==> config.mk <==
export PLATFORM = sky130hd
export DESIGN_NAME = apu
export DESIGN_NICKNAME = d
export VERILOG_FILES = /design/src/common/apu_pkg.sv /design/src/apu_length.sv /design/src/apu_registers.sv /design/src/apu_frame_seq.sv /design/src/pulse/apu_pulse.sv /design/src/apu_noise.sv /design/src/apu_mixer.sv /design/src/apu.sv
export SDC_FILE = /design/constraint.sdc
export NUM_CORES = 1
export LEC_CHECK = 0
export BUFFER_PORTS_ARGS = -buffer_cell sky130_fd_sc_hd__buf_2
export CAP_MARGIN = 20
export CORE_MARGIN = 5
export CORE_UTILIZATION = 50
export DETAILED_ROUTE_END_ITERATION = 6
export PLACE_DENSITY = 0.67
export SLEW_MARGIN = 5
export SYNTH_ARGS = -nofsm -noshare
export SYNTH_HDL_FRONTEND = slang
export SYNTH_HIERARCHICAL = 1
export SYNTH_SLANG_ARGS = --single-unit
==> constraint.sdc <==
create_clock -name clk -period 5.59 [get_ports clk]
set_input_delay 0.2795 -clock clk [delete_from_list [all_inputs] [get_ports clk]]
set_output_delay 0.2795 -clock clk [all_outputs]
set_load 0.005 [all_outputs]
==> src/common/apu_pkg.sv <==
package apu_pkg;

// --------------------------------------------------
// register window.
localparam logic [15:0] base_addr = 16'h4000;
localparam logic [15:0] addr_status = 16'h4015;
localparam logic [15:0] addr_frame = 16'h4017;

// --------------------------------------------------
// channel tables.
localparam logic [7:0] length_lut [32] = '{
	8'd10, 8'd254, 8'd20, 8'd2, 8'd40, 8'd4, 8'd80, 8'd6,
	8'd160, 8'd8, 8'd60, 8'd10, 8'd14, 8'd12, 8'd26, 8'd14,
	8'd12, 8'd16, 8'd24, 8'd18, 8'd48, 8'd20, 8'd96, 8'd22,
	8'd192, 8'd24, 8'd72, 8'd26, 8'd16, 8'd28, 8'd32, 8'd30
};

// msb is sequencer step 0.
localparam logic [7:0] duty_lut [4] = '{
	8'b0100_0000, 8'b0110_0000, 8'b0111_1000, 8'b1001_1111
};

localparam logic [11:0] noise_period_lut [16] = '{
	12'd4, 12'd8, 12'd16, 12'd32, 12'd64, 12'd96, 12'd128, 12'd160,
	12'd202, 12'd254, 12'd380, 12'd508, 12'd762, 12'd1016, 12'd2034, 12'd4068
};

// --------------------------------------------------
// nonlinear mix, scaled so full scale is 255.
localparam logic [7:0] pulse_mix_lut [31] = '{
	8'd0, 8'd3, 8'd6, 8'd9, 8'd11, 8'd14, 8'd17, 8'd19,
	8'd22, 8'd24, 8'd27, 8'd29, 8'd31, 8'd34, 8'd36, 8'd38,
	8'd40, 8'd42, 8'd44, 8'd46, 8'd48, 8'd50, 8'd52, 8'd54,
	8'd56, 8'd58, 8'd59, 8'd61, 8'd63, 8'd64, 8'd66
};

localparam logic [7:0] noise_mix_lut [16] = '{
	8'd0, 8'd3, 8'd7, 8'd10, 8'd13, 8'd16, 8'd19, 8'd22,
	8'd25, 8'd28, 8'd31, 8'd34, 8'd36, 8'd39, 8'd42, 8'd44
};

// status byte: enables on write, flags on read.
typedef union packed {
	struct packed {
		logic [4:0] rsvd;
		logic noise;
		logic pulse1;
		logic pulse0;
	} wr;
	struct packed {
		logic rsvd7;
		logic frame_int;
		logic [2:0] rsvd;
		logic noise_act;
		logic pulse1_act;
		logic pulse0_act;
	} rd;
} status_word_u;

// one envelope clock, returns {divider, decay}.
function automatic logic [7:0] env_next(input logic start, input logic loop,
	input logic [3:0] vol, input logic [3:0] div, input logic [3:0] decay);
	logic [3:0] n_div;
	logic [3:0] n_decay;
	n_div = div;
	n_decay = decay;
	if (start) begin
		n_div = vol;
		n_decay = 4'd15;
	end else if (div == 4'd0) begin
		n_div = vol;
		if (decay != 4'd0)
			n_decay = decay - 4'd1;
		else if (loop)
			n_decay = 4'd15; // halt doubles as envelope loop.
	end else begin
		n_div = div - 4'd1;
	end
	return {n_div, n_decay};
endfunction

endpackage

==> src/apu_length.sv <==
module apu_length (
	input logic clk,
	input logic n_reset,
	input logic load,
	input logic [4:0] index,
	input logic en,
	input logic halt,
	input logic half,
	output logic act
);

logic [7:0] cnt;

always_ff @(posedge clk, negedge n_reset)
	if (!n_reset)
		cnt <= 8'd0;
	else if (!en)
		cnt <= 8'd0; // disabled channel is silenced.
	else if (load)
		cnt <= apu_pkg::length_lut[index];
	else if (half && !halt && cnt != 8'd0)
		cnt <= cnt - 8'd1;

assign act = en && cnt != 8'd0;

no_wrap: assert property (@(posedge clk) disable iff (!n_reset)
	(cnt == 8'd0 && !load) |=> cnt == 8'd0);

endmodule

==> src/apu_registers.sv <==
module apu_registers (
	input logic clk,
	input logic n_reset,
	input logic [15:0] sys_addr,
	input logic [7:0] sys_wdata,
	input logic sys_we,
	input logic sys_re,
	input logic frame_irq_set,
	input logic pulse0_act,
	input logic pulse1_act,
	input logic noise_act,
	output logic [7:0] sys_rdata,
	output logic sys_rdy,
	output logic wr_pulse0,
	output logic wr_pulse1,
	output logic wr_noise,
	output logic [1:0] wr_index,
	output logic [7:0] wr_data,
	output logic [2:0] ch_en,
	output logic frame_mode,
	output logic frame_inhibit,
	output logic frame_restart,
	output logic n_irq
);

logic in_win, wr, stat_read, frame_int;
apu_pkg::status_word_u st_wr, st_rd;

// --------------------------------------------------
// decode.
assign in_win = sys_addr >= apu_pkg::base_addr && sys_addr <= apu_pkg::addr_frame;
assign sys_rdy = in_win;
assign wr = sys_we && in_win;

assign wr_pulse0 = wr && sys_addr[4:2] == 3'd0;
assign wr_pulse1 = wr && sys_addr[4:2] == 3'd1;
assign wr_noise = wr && sys_addr[4:2] == 3'd3; // 4008..400b is triangle, unused.
assign wr_index = sys_addr[1:0];
assign wr_data = sys_wdata;

assign frame_restart = wr && sys_addr == apu_pkg::addr_frame;
assign stat_read = sys_re && sys_addr == apu_pkg::addr_status;

// --------------------------------------------------
// status and frame control.
assign st_wr = sys_wdata;

always_ff @(posedge clk, negedge n_reset)
	if (!n_reset) begin
		ch_en <= 3'b000;
		frame_mode <= 1'b0;
		frame_inhibit <= 1'b0;
	end else if (wr) begin
		if (sys_addr == apu_pkg::addr_status)
			ch_en <= {st_wr.wr.noise, st_wr.wr.pulse1, st_wr.wr.pulse0};
		if (sys_addr == apu_pkg::addr_frame)
			{frame_mode, frame_inhibit} <= sys_wdata[7:6];
	end

always_ff @(posedge clk, negedge n_reset)
	if (!n_reset)
		frame_int <= 1'b0;
	else if (frame_irq_set && !frame_inhibit)
		frame_int <= 1'b1;
	else if (frame_inhibit || stat_read)
		frame_int <= 1'b0; // reading status acknowledges.

assign n_irq = !frame_int;

always_comb begin
	st_rd = '0;
	st_rd.rd.frame_int = frame_int;
	st_rd.rd.noise_act = noise_act;
	st_rd.rd.pulse1_act = pulse1_act;
	st_rd.rd.pulse0_act = pulse0_act;
end

assign sys_rdata = stat_read ? st_rd : 8'h00;

one_strobe: assert property (@(posedge clk) disable iff (!n_reset)
	$onehot0({wr_pulse0, wr_pulse1, wr_noise}));

endmodule

==> src/apu_frame_seq.sv <==
module apu_frame_seq #(
	parameter int FRAME_PERIOD = 3728
) (
	input logic clk,
	input logic n_reset,
	input logic frame_mode,
	input logic frame_restart,
	output logic apu_tick,
	output logic quarter,
	output logic half,
	output logic frame_irq_set
);

localparam int CW = $clog2(FRAME_PERIOD + 1);

logic [CW-1:0] cnt;
logic [2:0] step;
logic step_end, last_step, fire;

// apu clock runs at half of clk.
always_ff @(posedge clk, negedge n_reset)
	if (!n_reset)
		apu_tick <= 1'b0;
	else
		apu_tick <= !apu_tick;

assign step_end = apu_tick && cnt == CW'(FRAME_PERIOD - 1);
assign last_step = frame_mode ? step == 3'd4 : step == 3'd3;
assign fire = step_end && !frame_restart;

// --------------------------------------------------
// step counter.
always_ff @(posedge clk, negedge n_reset)
	if (!n_reset) begin
		cnt <= '0;
		step <= 3'd0;
	end else if (frame_restart) begin
		cnt <= '0;
		step <= 3'd0;
	end else if (apu_tick) begin
		if (step_end) begin
			cnt <= '0;
			step <= last_step ? 3'd0 : step + 3'd1;
		end else begin
			cnt <= cnt + 1'b1;
		end
	end

// --------------------------------------------------
// frame pulses, steps counted from 0 here.
always_ff @(posedge clk, negedge n_reset)
	if (!n_reset) begin
		quarter <= 1'b0;
		half <= 1'b0;
		frame_irq_set <= 1'b0;
	end else begin
		quarter <= fire && !(frame_mode && step == 3'd3); // 5-step skips step 4.
		half <= fire && (step == 3'd1 || last_step);
		frame_irq_set <= fire && !frame_mode && step == 3'd3;
	end

step_range: assert property (@(posedge clk) disable iff (!n_reset)
	step <= (frame_mode ? 3'd4 : 3'd3));

endmodule

==> src/pulse/apu_pulse.sv <==
module apu_pulse (
	input logic clk,
	input logic n_reset,
	input logic wr,
	input logic [1:0] wr_index,
	input logic [7:0] wr_data,
	input logic en,
	input logic apu_tick,
	input logic quarter,
	input logic half,
	output logic act,
	output logic [3:0] sample
);

logic [1:0] duty;
logic halt, const_vol;
logic [3:0] volume;
logic [10:0] reload, timer;
logic [2:0] seq;
logic env_start;
logic [3:0] env_div, env_decay;
logic duty_bit, restart;

assign restart = wr && wr_index == 2'd3;

// register 1 is the sweep unit, not present.
always_ff @(posedge clk, negedge n_reset)
	if (!n_reset) begin
		{duty, halt, const_vol, volume} <= 8'h00;
		reload <= 11'd0;
	end else if (wr) begin
		case (wr_index)
		2'd0: {duty, halt, const_vol, volume} <= wr_data;
		2'd2: reload[7:0] <= wr_data;
		2'd3: reload[10:8] <= wr_data[2:0];
		default: ;
		endcase
	end

// --------------------------------------------------
// timer and duty sequencer.
always_ff @(posedge clk, negedge n_reset)
	if (!n_reset) begin
		timer <= 11'd0;
		seq <= 3'd0;
	end else if (restart) begin
		seq <= 3'd0;
	end else if (apu_tick) begin
		if (timer == 11'd0) begin
			timer <= reload;
			seq <= seq + 3'd1;
		end else begin
			timer <= timer - 11'd1;
		end
	end

// envelope.
always_ff @(posedge clk, negedge n_reset)
	if (!n_reset) begin
		env_start <= 1'b0;
		{env_div, env_decay} <= 8'h00;
	end else if (restart) begin
		env_start <= 1'b1;
	end else if (quarter) begin
		{env_div, env_decay} <= apu_pkg::env_next(env_start, halt, volume,
			env_div, env_decay);
		env_start <= 1'b0;
	end

apu_length len0 (.clk(clk), .n_reset(n_reset), .load(restart), .index(wr_data[7:3]),
	.en(en), .halt(halt), .half(half), .act(act));

assign duty_bit = apu_pkg::duty_lut[duty][3'd7 - seq];
assign sample = (act && duty_bit) ? (const_vol ? volume : env_decay) : 4'd0;

endmodule

==> src/apu_noise.sv <==
module apu_noise (
	input logic clk,
	input logic n_reset,
	input logic wr,
	input logic [1:0] wr_index,
	input logic [7:0] wr_data,
	input logic en,
	input logic apu_tick,
	input logic quarter,
	input logic half,
	output logic act,
	output logic [3:0] sample
);

logic halt, const_vol, mode;
logic [3:0] volume, period;
logic [11:0] timer;
logic [14:0] lfsr;
logic env_start, restart, fb;
logic [3:0] env_div, env_decay;

assign restart = wr && wr_index == 2'd3;

always_ff @(posedge clk, negedge n_reset)
	if (!n_reset) begin
		{halt, const_vol, volume} <= 6'h00;
		{mode, period} <= 5'h00;
	end else if (wr) begin
		if (wr_index == 2'd0)
			{halt, const_vol, volume} <= wr_data[5:0];
		if (wr_index == 2'd2)
			{mode, period} <= {wr_data[7], wr_data[3:0]};
	end

// --------------------------------------------------
assign fb = lfsr[0] ^ (mode ? lfsr[6] : lfsr[1]); // short mode taps bit 6.

always_ff @(posedge clk, negedge n_reset)
	if (!n_reset) begin
		timer <= 12'd0;
		lfsr <= 15'd1;
	end else if (apu_tick) begin
		if (timer == 12'd0) begin
			timer <= apu_pkg::noise_period_lut[period];
			lfsr <= {fb, lfsr[14:1]};
		end else begin
			timer <= timer - 12'd1;
		end
	end

always_ff @(posedge clk, negedge n_reset)
	if (!n_reset) begin
		env_start <= 1'b0;
		{env_div, env_decay} <= 8'h00;
	end else if (restart) begin
		env_start <= 1'b1;
	end else if (quarter) begin
		{env_div, env_decay} <= apu_pkg::env_next(env_start, halt, volume,
			env_div, env_decay);
		env_start <= 1'b0;
	end

apu_length len0 (.clk(clk), .n_reset(n_reset), .load(restart), .index(wr_data[7:3]),
	.en(en), .halt(halt), .half(half), .act(act));

assign sample = (act && !lfsr[0]) ? (const_vol ? volume : env_decay) : 4'd0;

endmodule

==> src/apu_mixer.sv <==
module apu_mixer (
	input logic clk,
	input logic n_reset,
	input logic [3:0] pulse0,
	input logic [3:0] pulse1,
	input logic [3:0] noise,
	output logic [7:0] out
);

logic [4:0] pulse_sum;
logic [8:0] mix;

assign pulse_sum = 5'(pulse0) + 5'(pulse1);
assign mix = 9'(apu_pkg::pulse_mix_lut[pulse_sum]) + 9'(apu_pkg::noise_mix_lut[noise]);

always_ff @(posedge clk, negedge n_reset)
	if (!n_reset)
		out <= 8'h00;
	else
		out <= mix[8] ? 8'hff : mix[7:0]; // saturate.

endmodule

==> src/apu.sv <==
module apu #(
	parameter int FRAME_PERIOD = 3728
) (
	input logic clk,
	input logic n_reset,
	input logic [15:0] sys_addr,
	input logic [7:0] sys_wdata,
	input logic sys_we,
	input logic sys_re,
	output logic [7:0] sys_rdata,
	output logic sys_rdy,
	output logic n_irq,
	output logic [7:0] out
);

logic wr_pulse0, wr_pulse1, wr_noise;
logic [1:0] wr_index;
logic [7:0] wr_data;
logic [2:0] ch_en;
logic frame_mode, frame_inhibit, frame_restart, frame_irq_set;
logic apu_tick, quarter, half;
logic pulse0_act, pulse1_act, noise_act;
logic [3:0] pulse0, pulse1, noise;

apu_registers regs0 (.clk(clk), .n_reset(n_reset),
	.sys_addr(sys_addr), .sys_wdata(sys_wdata), .sys_we(sys_we), .sys_re(sys_re),
	.frame_irq_set(frame_irq_set), .pulse0_act(pulse0_act), .pulse1_act(pulse1_act),
	.noise_act(noise_act), .sys_rdata(sys_rdata), .sys_rdy(sys_rdy),
	.wr_pulse0(wr_pulse0), .wr_pulse1(wr_pulse1), .wr_noise(wr_noise),
	.wr_index(wr_index), .wr_data(wr_data), .ch_en(ch_en), .frame_mode(frame_mode),
	.frame_inhibit(frame_inhibit), .frame_restart(frame_restart), .n_irq(n_irq));

apu_frame_seq #(.FRAME_PERIOD(FRAME_PERIOD)) seq0 (.clk(clk), .n_reset(n_reset),
	.frame_mode(frame_mode), .frame_restart(frame_restart), .apu_tick(apu_tick),
	.quarter(quarter), .half(half), .frame_irq_set(frame_irq_set));

apu_pulse p0 (.clk(clk), .n_reset(n_reset), .wr(wr_pulse0), .wr_index(wr_index),
	.wr_data(wr_data), .en(ch_en[0]), .apu_tick(apu_tick), .quarter(quarter),
	.half(half), .act(pulse0_act), .sample(pulse0));

apu_pulse p1 (.clk(clk), .n_reset(n_reset), .wr(wr_pulse1), .wr_index(wr_index),
	.wr_data(wr_data), .en(ch_en[1]), .apu_tick(apu_tick), .quarter(quarter),
	.half(half), .act(pulse1_act), .sample(pulse1));

apu_noise n0 (.clk(clk), .n_reset(n_reset), .wr(wr_noise), .wr_index(wr_index),
	.wr_data(wr_data), .en(ch_en[2]), .apu_tick(apu_tick), .quarter(quarter),
	.half(half), .act(noise_act), .sample(noise));

apu_mixer mix0 (.clk(clk), .n_reset(n_reset), .pulse0(pulse0), .pulse1(pulse1),
	.noise(noise), .out(out));

endmodule

==> results of run 1 <==
[registers in the layout, indices dropped and copies added, names as in the netlist, 11 cells and up]
name / count
n0/lfsr: 15
n0/timer: 12
p0/reload: 11
p0/timer: 11
p1/reload: 11
p1/timer: 11
seq0/cnt: 12
[layout make-up]
type                    instances  area, um^2
clock buffers                  17         425
well taps                     324         405
multi-input cells             941        7020
inverters                      97         364
clock inverters                15         176
repair buffers                 47         262
flip-flops and latches        188        4710
fillers                      2175       11000
[power by group]
group          total (mW)  internal, mW  switching, mW  leakage [nW]
Sequential           1.64          1.47          0.163          2.45
Clock                1.24         0.677          0.564         0.288
Combinational       0.626         0.274          0.352          3.25
Total                3.50          2.42           1.08          5.99
[cells in the mapped netlist (7+ instances only)]
master and instances:
o31ai_1 14, mux2i_1 31, a211o_1 7, o22ai_1 15
a2bb2oi_1 10, nor2_1 94, buf_2 9, nand3_1 36
xnor2_1 22, ha_1 63, inv_1 94, buf_1 8
a21o_1 8, mux2_1 8, nand3b_1 10, or3_1 10
dfrtp_1 187, o21ai_1 16, a211oi_1 12, nand2_1 101
clkbuf_1 33, mux2_2 64, and2_1 8, nand2b_1 12
a22oi_1 14, o21a_1 9, a31oi_1 12, a21oi_1 41
nor2b_1 20, or2_2 10, o21ai_0 49, o211ai_1 12
nor3b_1 10, buf_4 16, nand4_1 14, nor3_1 31
xor2_1 10
[timing repair]
item | 4_1_cts | 5_1_grt
setup endpoints to repair | 0 | 0
hold buffers | 1 | 0
hold endpoints to repair | 48 | 0
[stage by stage]
step / total power [mW] / worst slack, ps / hold slack [ps]
2_1_floorplan: 2.11 / 1330 / -16.1
3_3_place_gp: 2.26 / 891 / 439
3_5_place_dp: 2.28 / 689 / 446
4_1_cts: 3.54 / 612 / 191
5_1_grt: 3.71 / 204 / 197
6_report: 3.50 / 567 / 210
[metal layers]
metal	track usage	part of all wire
met5	0	0
met4	0.0459	0.015
met3	0.0321	0.046
met2	0.315	0.46
met1	0.283	0.48
[tightest hold or removal path: cells and delay by family]
kind | cells | cell delay (ps)
and+or+nand+nor | 2 | 120
buffers and inverters | 1 | 190
[kinds of logic (layout without fill, tap and decap cells)]
kind of cell / after synthesis / after routing / synth area share
AOI/OAI and AO/OA: 307 / 307 / 0.182
xor gates and xnor gates: 32 / 32 / 0.0226
adders and majority gates: 65 / 65 / 0.0667
buffers and inverters: 165 / 176 / 0.0568
DFF: 188 / 188 / 0.379
muxes: 106 / 106 / 0.0957
other: 1 / 4 / 0.000302
and+or+nand+nor: 427 / 427 / 0.197
[final timing paths]
kind	slack, ps	cells past startpoint	end
worst max register to register	570	21	mix0/out[7]
worst min register to register	470	2	regs0/frame_int
worst min-delay path	210	3	p0/reload[8]
worst max-delay path	570	21	mix0/out[7]
min in group asynchronous	510	2	n0/lfsr[10]
max in group asynchronous	3960	3	p1/env_decay[1]
==> flow_metrics.env, run 1 <==
export IMPL_antenna_found_initial=0
export IMPL_cts_tree="built"
export IMPL_criticalPathCategory="register to register"
export IMPL_design_area_um2=13400
export IMPL_power_density_nw_per_um2=262
export IMPL_layout_common_cells="187 x dfrtp_1, 101 x nand2_1, 94 x inv_1, 94 x nor2_1, 64 x mux2_2"
export IMPL_crit_buf_inv=3
export IMPL_io_pins=46
export IMPL_crit_path_start="p0/len0/cnt[0]"
export IMPL_cp_cell_sequence="inv_1 -> ha_1 -> nor3b_2 -> a21boi_0 -> o211ai_1 -> nor2_1 -> ha_1 -> inv_1 -> fa_1 -> xnor2_1 -> buf_4 -> a21boi_0 -> o41ai_1 -> o31ai_1 -> o21a_1 -> ha_1 -> a21o_1 -> a21oi_1 -> nor2b_1 -> o31a_1 -> o21a_1"
export IMPL_setup_violations=0
export IMPL_cts_num_sinks=188
export IMPL_ys_warn_count=6
export IMPL_routabilityCongestion=0.842
export IMPL_drtAntennaViolNets=0
export IMPL_dieArea_um2=28100
export IMPL_critical_path_arrival_ps=5340
export IMPL_path_max_fanout=12
export IMPL_via_count=9698
export IMPL_final_setup_tns_ps=0
export IMPL_fp_row_count=57
export IMPL_cpMostUsedCell="ha_1"
export IMPL_rsz0062_at_grt="false"
export IMPL_syn_inst=1291
export IMPL_die_w_um=168
export IMPL_post_route_min_period_ps=5020
export IMPL_post_cts_setup_buffers=0
export IMPL_antenna_cells=0
export IMPL_period_share=0.899
export IMPL_clkLatencyLatePin_ps=430
export IMPL_path_clk_slew_ps=70
export IMPL_grt_max_degree=102
export IMPL_worstSetupEndpointType="register"
export IMPL_drt_first_pass_iters=5
export IMPL_syn_area_um2=12400
export IMPL_numCtsBuffers=17
export IMPL_h_tree_depth=4
export IMPL_syn_area_per_cell_um2=9.62
export IMPL_synth_top_flop_cell="dfrtp_1"
export IMPL_dpl_hpwl_um=19100
export IMPL_maxSlewHeadroom=0.251
export IMPL_grt_pass1_vias=9301
export IMPL_via_per_inst=5.95
export IMPL_synth_top_cell_area_share=0.377
export IMPL_synth_top_area_cell="dfrtp_1"
export IMPL_initial_core_util=0.509
export IMPL_drc=0
export IMPL_cts_resized=0
export IMPL_start_kind="register"
export IMPL_root_buffer="clkbuf_16"
export IMPL_slew_violations=0
export IMPL_path_delay_family="compound AO/OA/AOI/OAI gates"
export IMPL_drive_above_1_share=0.169
export IMPL_grt_pass1_wl_um=46600
export IMPL_coreArea_um2=24400
export IMPL_port_buffers=41
export IMPL_postLayoutCoreUtil=0.548
export IMPL_min_path_type="input port to register"
export IMPL_fp_dieH_um=168
export IMPL_drt_initial_drc_count=644
export IMPL_finalClockSkew_ps=12.9
export IMPL_required_ps=5910
export IMPL_synthArstFlopShare=1.00
export IMPL_dp_cells=1596
export IMPL_nNetsFinal=1385
export IMPL_cap_viol_max_count=0
export IMPL_leakage_nw=5.99
export IMPL_wl_um=27200
export IMPL_slowest_delay_ps=500
export IMPL_grt_util_all_layers=0.197
export IMPL_tightest_slew_ps=1120
export IMPL_synth_cell_types=96
export IMPL_cp_slowest_cell="fa_1"
export IMPL_clock_fmax_mhz=199
export IMPL_worstHoldStart="sys_wdata[0]"
export IMPL_outcome="finished, final reports clean"
export IMPL_yosysSeqAreaShare=0.379
export IMPL_final_common_cell="dfrtp_1"
export IMPL_clock_path_buffers=2
export IMPL_syn_to_final_growth_pct=7.61
export IMPL_synthTopCellsByArea="dfrtp_1 38%, ha_1 6.3%, mux2_2 5.8%, nand2_1 3.1%, inv_1 2.8%"
export IMPL_synth_edf_count=0
export IMPL_final_cells=1629
export IMPL_ir_worst_vdd_mv=0.188
export IMPL_place_area_um2=12800
export IMPL_overflow=0
export IMPL_wl_per_cell_um=16.7
export IMPL_worstReg2RegStart="p0/len0/cnt[0]"
export IMPL_ys_ff_latch=188
export IMPL_finalHoldViolCount=0
(Power assumes the default switching activity.)
==> run 2: changes to the inputs <==
--- a/config.mk
+++ b/config.mk
@@ -14,5 +14,4 @@
 export SLEW_MARGIN = 5
 export SYNTH_ARGS = -nofsm -noshare
 export SYNTH_HDL_FRONTEND = slang
-export SYNTH_HIERARCHICAL = 1
 export SYNTH_SLANG_ARGS = --single-unit
==> run 2 against run 1 <==
  * Routed wire length fell by 4.1%
  * Fmax decreased by 2.9%
  * Via count decreased by 8.9%
  * Synthesized cell count is 8.4% lower
  * Combinational power is 44% lower
==> flow_metrics.env, run 2 <==
export IMPL_syn_inst=1182
export IMPL_finalHoldViolCount=0
export IMPL_cp_cell_sequence="inv_1 -> ha_1 -> or4b_2 -> or2_2 -> nand2_1 -> a211o_1 -> nor2_1 -> ha_1 -> fa_1 -> ha_1 -> nor4b_1 -> nor3_1 -> a32o_1 -> ha_1 -> a21o_1 -> a21oi_1 -> nor2b_1 -> o31a_1 -> o21a_1"
export IMPL_synth_cell_types=84
export IMPL_path_max_fanout=8
export IMPL_cpMostUsedCell="ha_1"
export IMPL_dieArea_um2=25700
export IMPL_syn_area_um2=11300
export IMPL_drt_first_pass_iters=5
export IMPL_path_clk_slew_ps=70
export IMPL_grt_pass1_wl_um=43700
export IMPL_min_path_type="input port to register"
export IMPL_worstSetupEndpointType="register"
export IMPL_coreArea_um2=22400
export IMPL_routabilityCongestion=0.865
export IMPL_synth_top_area_cell="dfrtp_1"
export IMPL_via_per_inst=5.86
export IMPL_overflow=0
export IMPL_drive_above_1_share=0.168
export IMPL_criticalPathCategory="register to register"
export IMPL_dpl_hpwl_um=18500
export IMPL_reg_largest_list="n0.lfsr: 15 flops, n0.timer: 12 flops, seq0.cnt: 12 flops"
export IMPL_drc=0
export IMPL_clock_path_buffers=2
export IMPL_fp_dieH_um=160
export IMPL_numCtsBuffers=17
export IMPL_layout_common_cells="187 x dfrtp_1, 95 x nor2_1, 86 x nand2_1"
export IMPL_grt_pass1_vias=8523
export IMPL_rsz0062_at_grt="false"
export IMPL_critical_path_arrival_ps=5490
export IMPL_drt_initial_drc_count=672
export IMPL_period_share=0.925
export IMPL_maxSlewHeadroom=0.303
export IMPL_antenna_found_initial=0
export IMPL_finalClockSkew_ps=8.52
export IMPL_clock_fmax_mhz=193
export IMPL_wl_um=26100
export IMPL_synthTopCellsByArea="dfrtp_1 41%, mux2_2 7.0%, ha_1 5.9%, a21oi_1 3.3%, nor2_1 3.2%"
export IMPL_wl_per_cell_um=17.3
export IMPL_final_common_cell="dfrtp_1"
export IMPL_start_kind="register"
export IMPL_synth_edf_count=0
export IMPL_n_fill_cell=2015
export IMPL_required_ps=5910
export IMPL_grt_util_all_layers=0.206
export IMPL_largest_register_ff_count=15
export IMPL_nNetsFinal=1293
export IMPL_slowest_delay_ps=660
export IMPL_setup_violations=0
export IMPL_clkLatencyLatePin_ps=430
export IMPL_yosysSeqAreaShare=0.416
export IMPL_dp_cells=1475
export IMPL_ys_warn_count=0
export IMPL_grt_max_degree=77
export IMPL_synth_top_cell_area_share=0.414
export IMPL_synth_top_flop_cell="dfrtp_1"
export IMPL_syn_to_final_growth_pct=9.51
export IMPL_ir_worst_vdd_mv=0.194
export IMPL_synthArstFlopShare=1.00
export IMPL_yosysMostFrequentCell="dfrtp_1"
export IMPL_antenna_cells=0
export IMPL_io_pins=46
export IMPL_drtAntennaViolNets=0
export IMPL_initial_core_util=0.504
export IMPL_via_count=8837
export IMPL_h_tree_depth=4
export IMPL_post_route_min_period_ps=5170
export IMPL_synth_common_cells="187 x dfrtp_1, 95 x nor2_1, 86 x nand2_1, 75 x a21oi_1, 73 x inv_1"
export IMPL_cp_slowest_cell="fa_1"
export IMPL_ys_ff_latch=188
export IMPL_die_w_um=160
export IMPL_top_register="n0.lfsr"
export IMPL_port_buffers=41
export IMPL_cts_num_sinks=188
export IMPL_final_setup_tns_ps=0
export IMPL_leakage_nw=5.65
export IMPL_fp_row_count=55
export IMPL_path_delay_family="adder cells"
export IMPL_cap_viol_max_count=0
export IMPL_crit_buf_inv=1
export IMPL_cts_tree="built"
export IMPL_final_cells=1508
export IMPL_slew_violations=0
export IMPL_power_density_nw_per_um2=257
export IMPL_root_buffer="clkbuf_16"
export IMPL_tightest_slew_ps=1040
export IMPL_syn_area_per_cell_um2=9.57
export IMPL_outcome="finished, final reports clean"
-- run 2: cells by family (layout without fill, tap and decap cells) --
group,Yosys count,in the layout,synth area share
other,1,4,0.000331
multiplexers,105,105,0.103
adder cells (fa/ha/maj),56,56,0.0630
AND/OR/NAND/NOR,407,407,0.192
buffers and inverters,120,158,0.0433
AO/OA/AOI/OAI,273,273,0.158
XOR/XNOR,32,32,0.0248
flip-flops,188,188,0.416
-- run 2: what timing repair did --
action	CTS	global route
hold buffers	1	0
buffers inserted	0	0
hold endpoints to repair	70	0
gates resized for setup	0	0
-- run 2: report_power, final --
group | switching (mW) | internal (mW)
Clock | 0.546 | 0.734
Combinational | 0.203 | 0.149
Sequential | 0.100 | 1.45
-- run 2: cell type report --
class | instances | area, um^2 | share of cell area
multi-input combinational | 877 | 6130 | 0.495
sequential | 188 | 4710 | 0.380
clock buffer | 20 | 457 | 0.0369
tap | 285 | 357 | 0.0288
timing repair buffer | 53 | 307 | 0.0247
inverter | 73 | 274 | 0.0221
clock inverter | 12 | 161 | 0.0130
-- run 2: path summary, 6_finish.rpt --
check	start	endpoint	slack (ps)	cells after the start
min	sys_wdata[1]	p0.reload[9]	260	3
max in group asynchronous	n_reset	seq0.cnt[0]	3770	3
min in group asynchronous	n_reset	p0.len0.cnt[0]	420	2
min reg2reg	regs0.frame_inhibit	regs0.frame_int	430	1
max	p1.len0.cnt[0]	mix0.out[7]	420	19
max reg2reg	p1.len0.cnt[0]	mix0.out[7]	420	19
-- run 2: worst register-to-register path, stage by stage, from the launching register on --
cell and delay [ps]:
dfrtp_1 370, inv_1 90, ha_1 260, or4b_2 620
or2_2 300, nand2_1 100, a211o_1 200, nor2_1 90
ha_1 230, fa_1 660, ha_1 310, nor4b_1 310
nor3_1 110, a32o_1 230, ha_1 280, a21o_1 180
a21oi_1 220, nor2b_1 90, o31a_1 260, o21a_1 170
-- run 2: per-layer routing --
metal	vias up	wire length, um	track usage
li1	4326	-	-
met1	4319	12500	0.293
met2	171	12100	0.328
met3	21	1110	0.0375
met4	0	366	0.0501
met5	-	0	0
-- run 2: per-stage QoR --
step / cell area (um^2) / util / worst slack [ps] / hold slack, ps / total power [mW]
5_1_grt: 12400 / 0.552 / 57.5 / 259 / 3.34
2_1_floorplan: 11300 / - / 897 / -16.1 / 1.81
4_1_cts: 12400 / 0.552 / 412 / 252 / 3.20
3_5_place_dp: 11800 / 0.524 / 437 / 344 / 1.92
3_3_place_gp: 11800 / 0.524 / 583 / 341 / 1.91
6_report: 12400 / 0.552 / 420 / 262 / 3.18
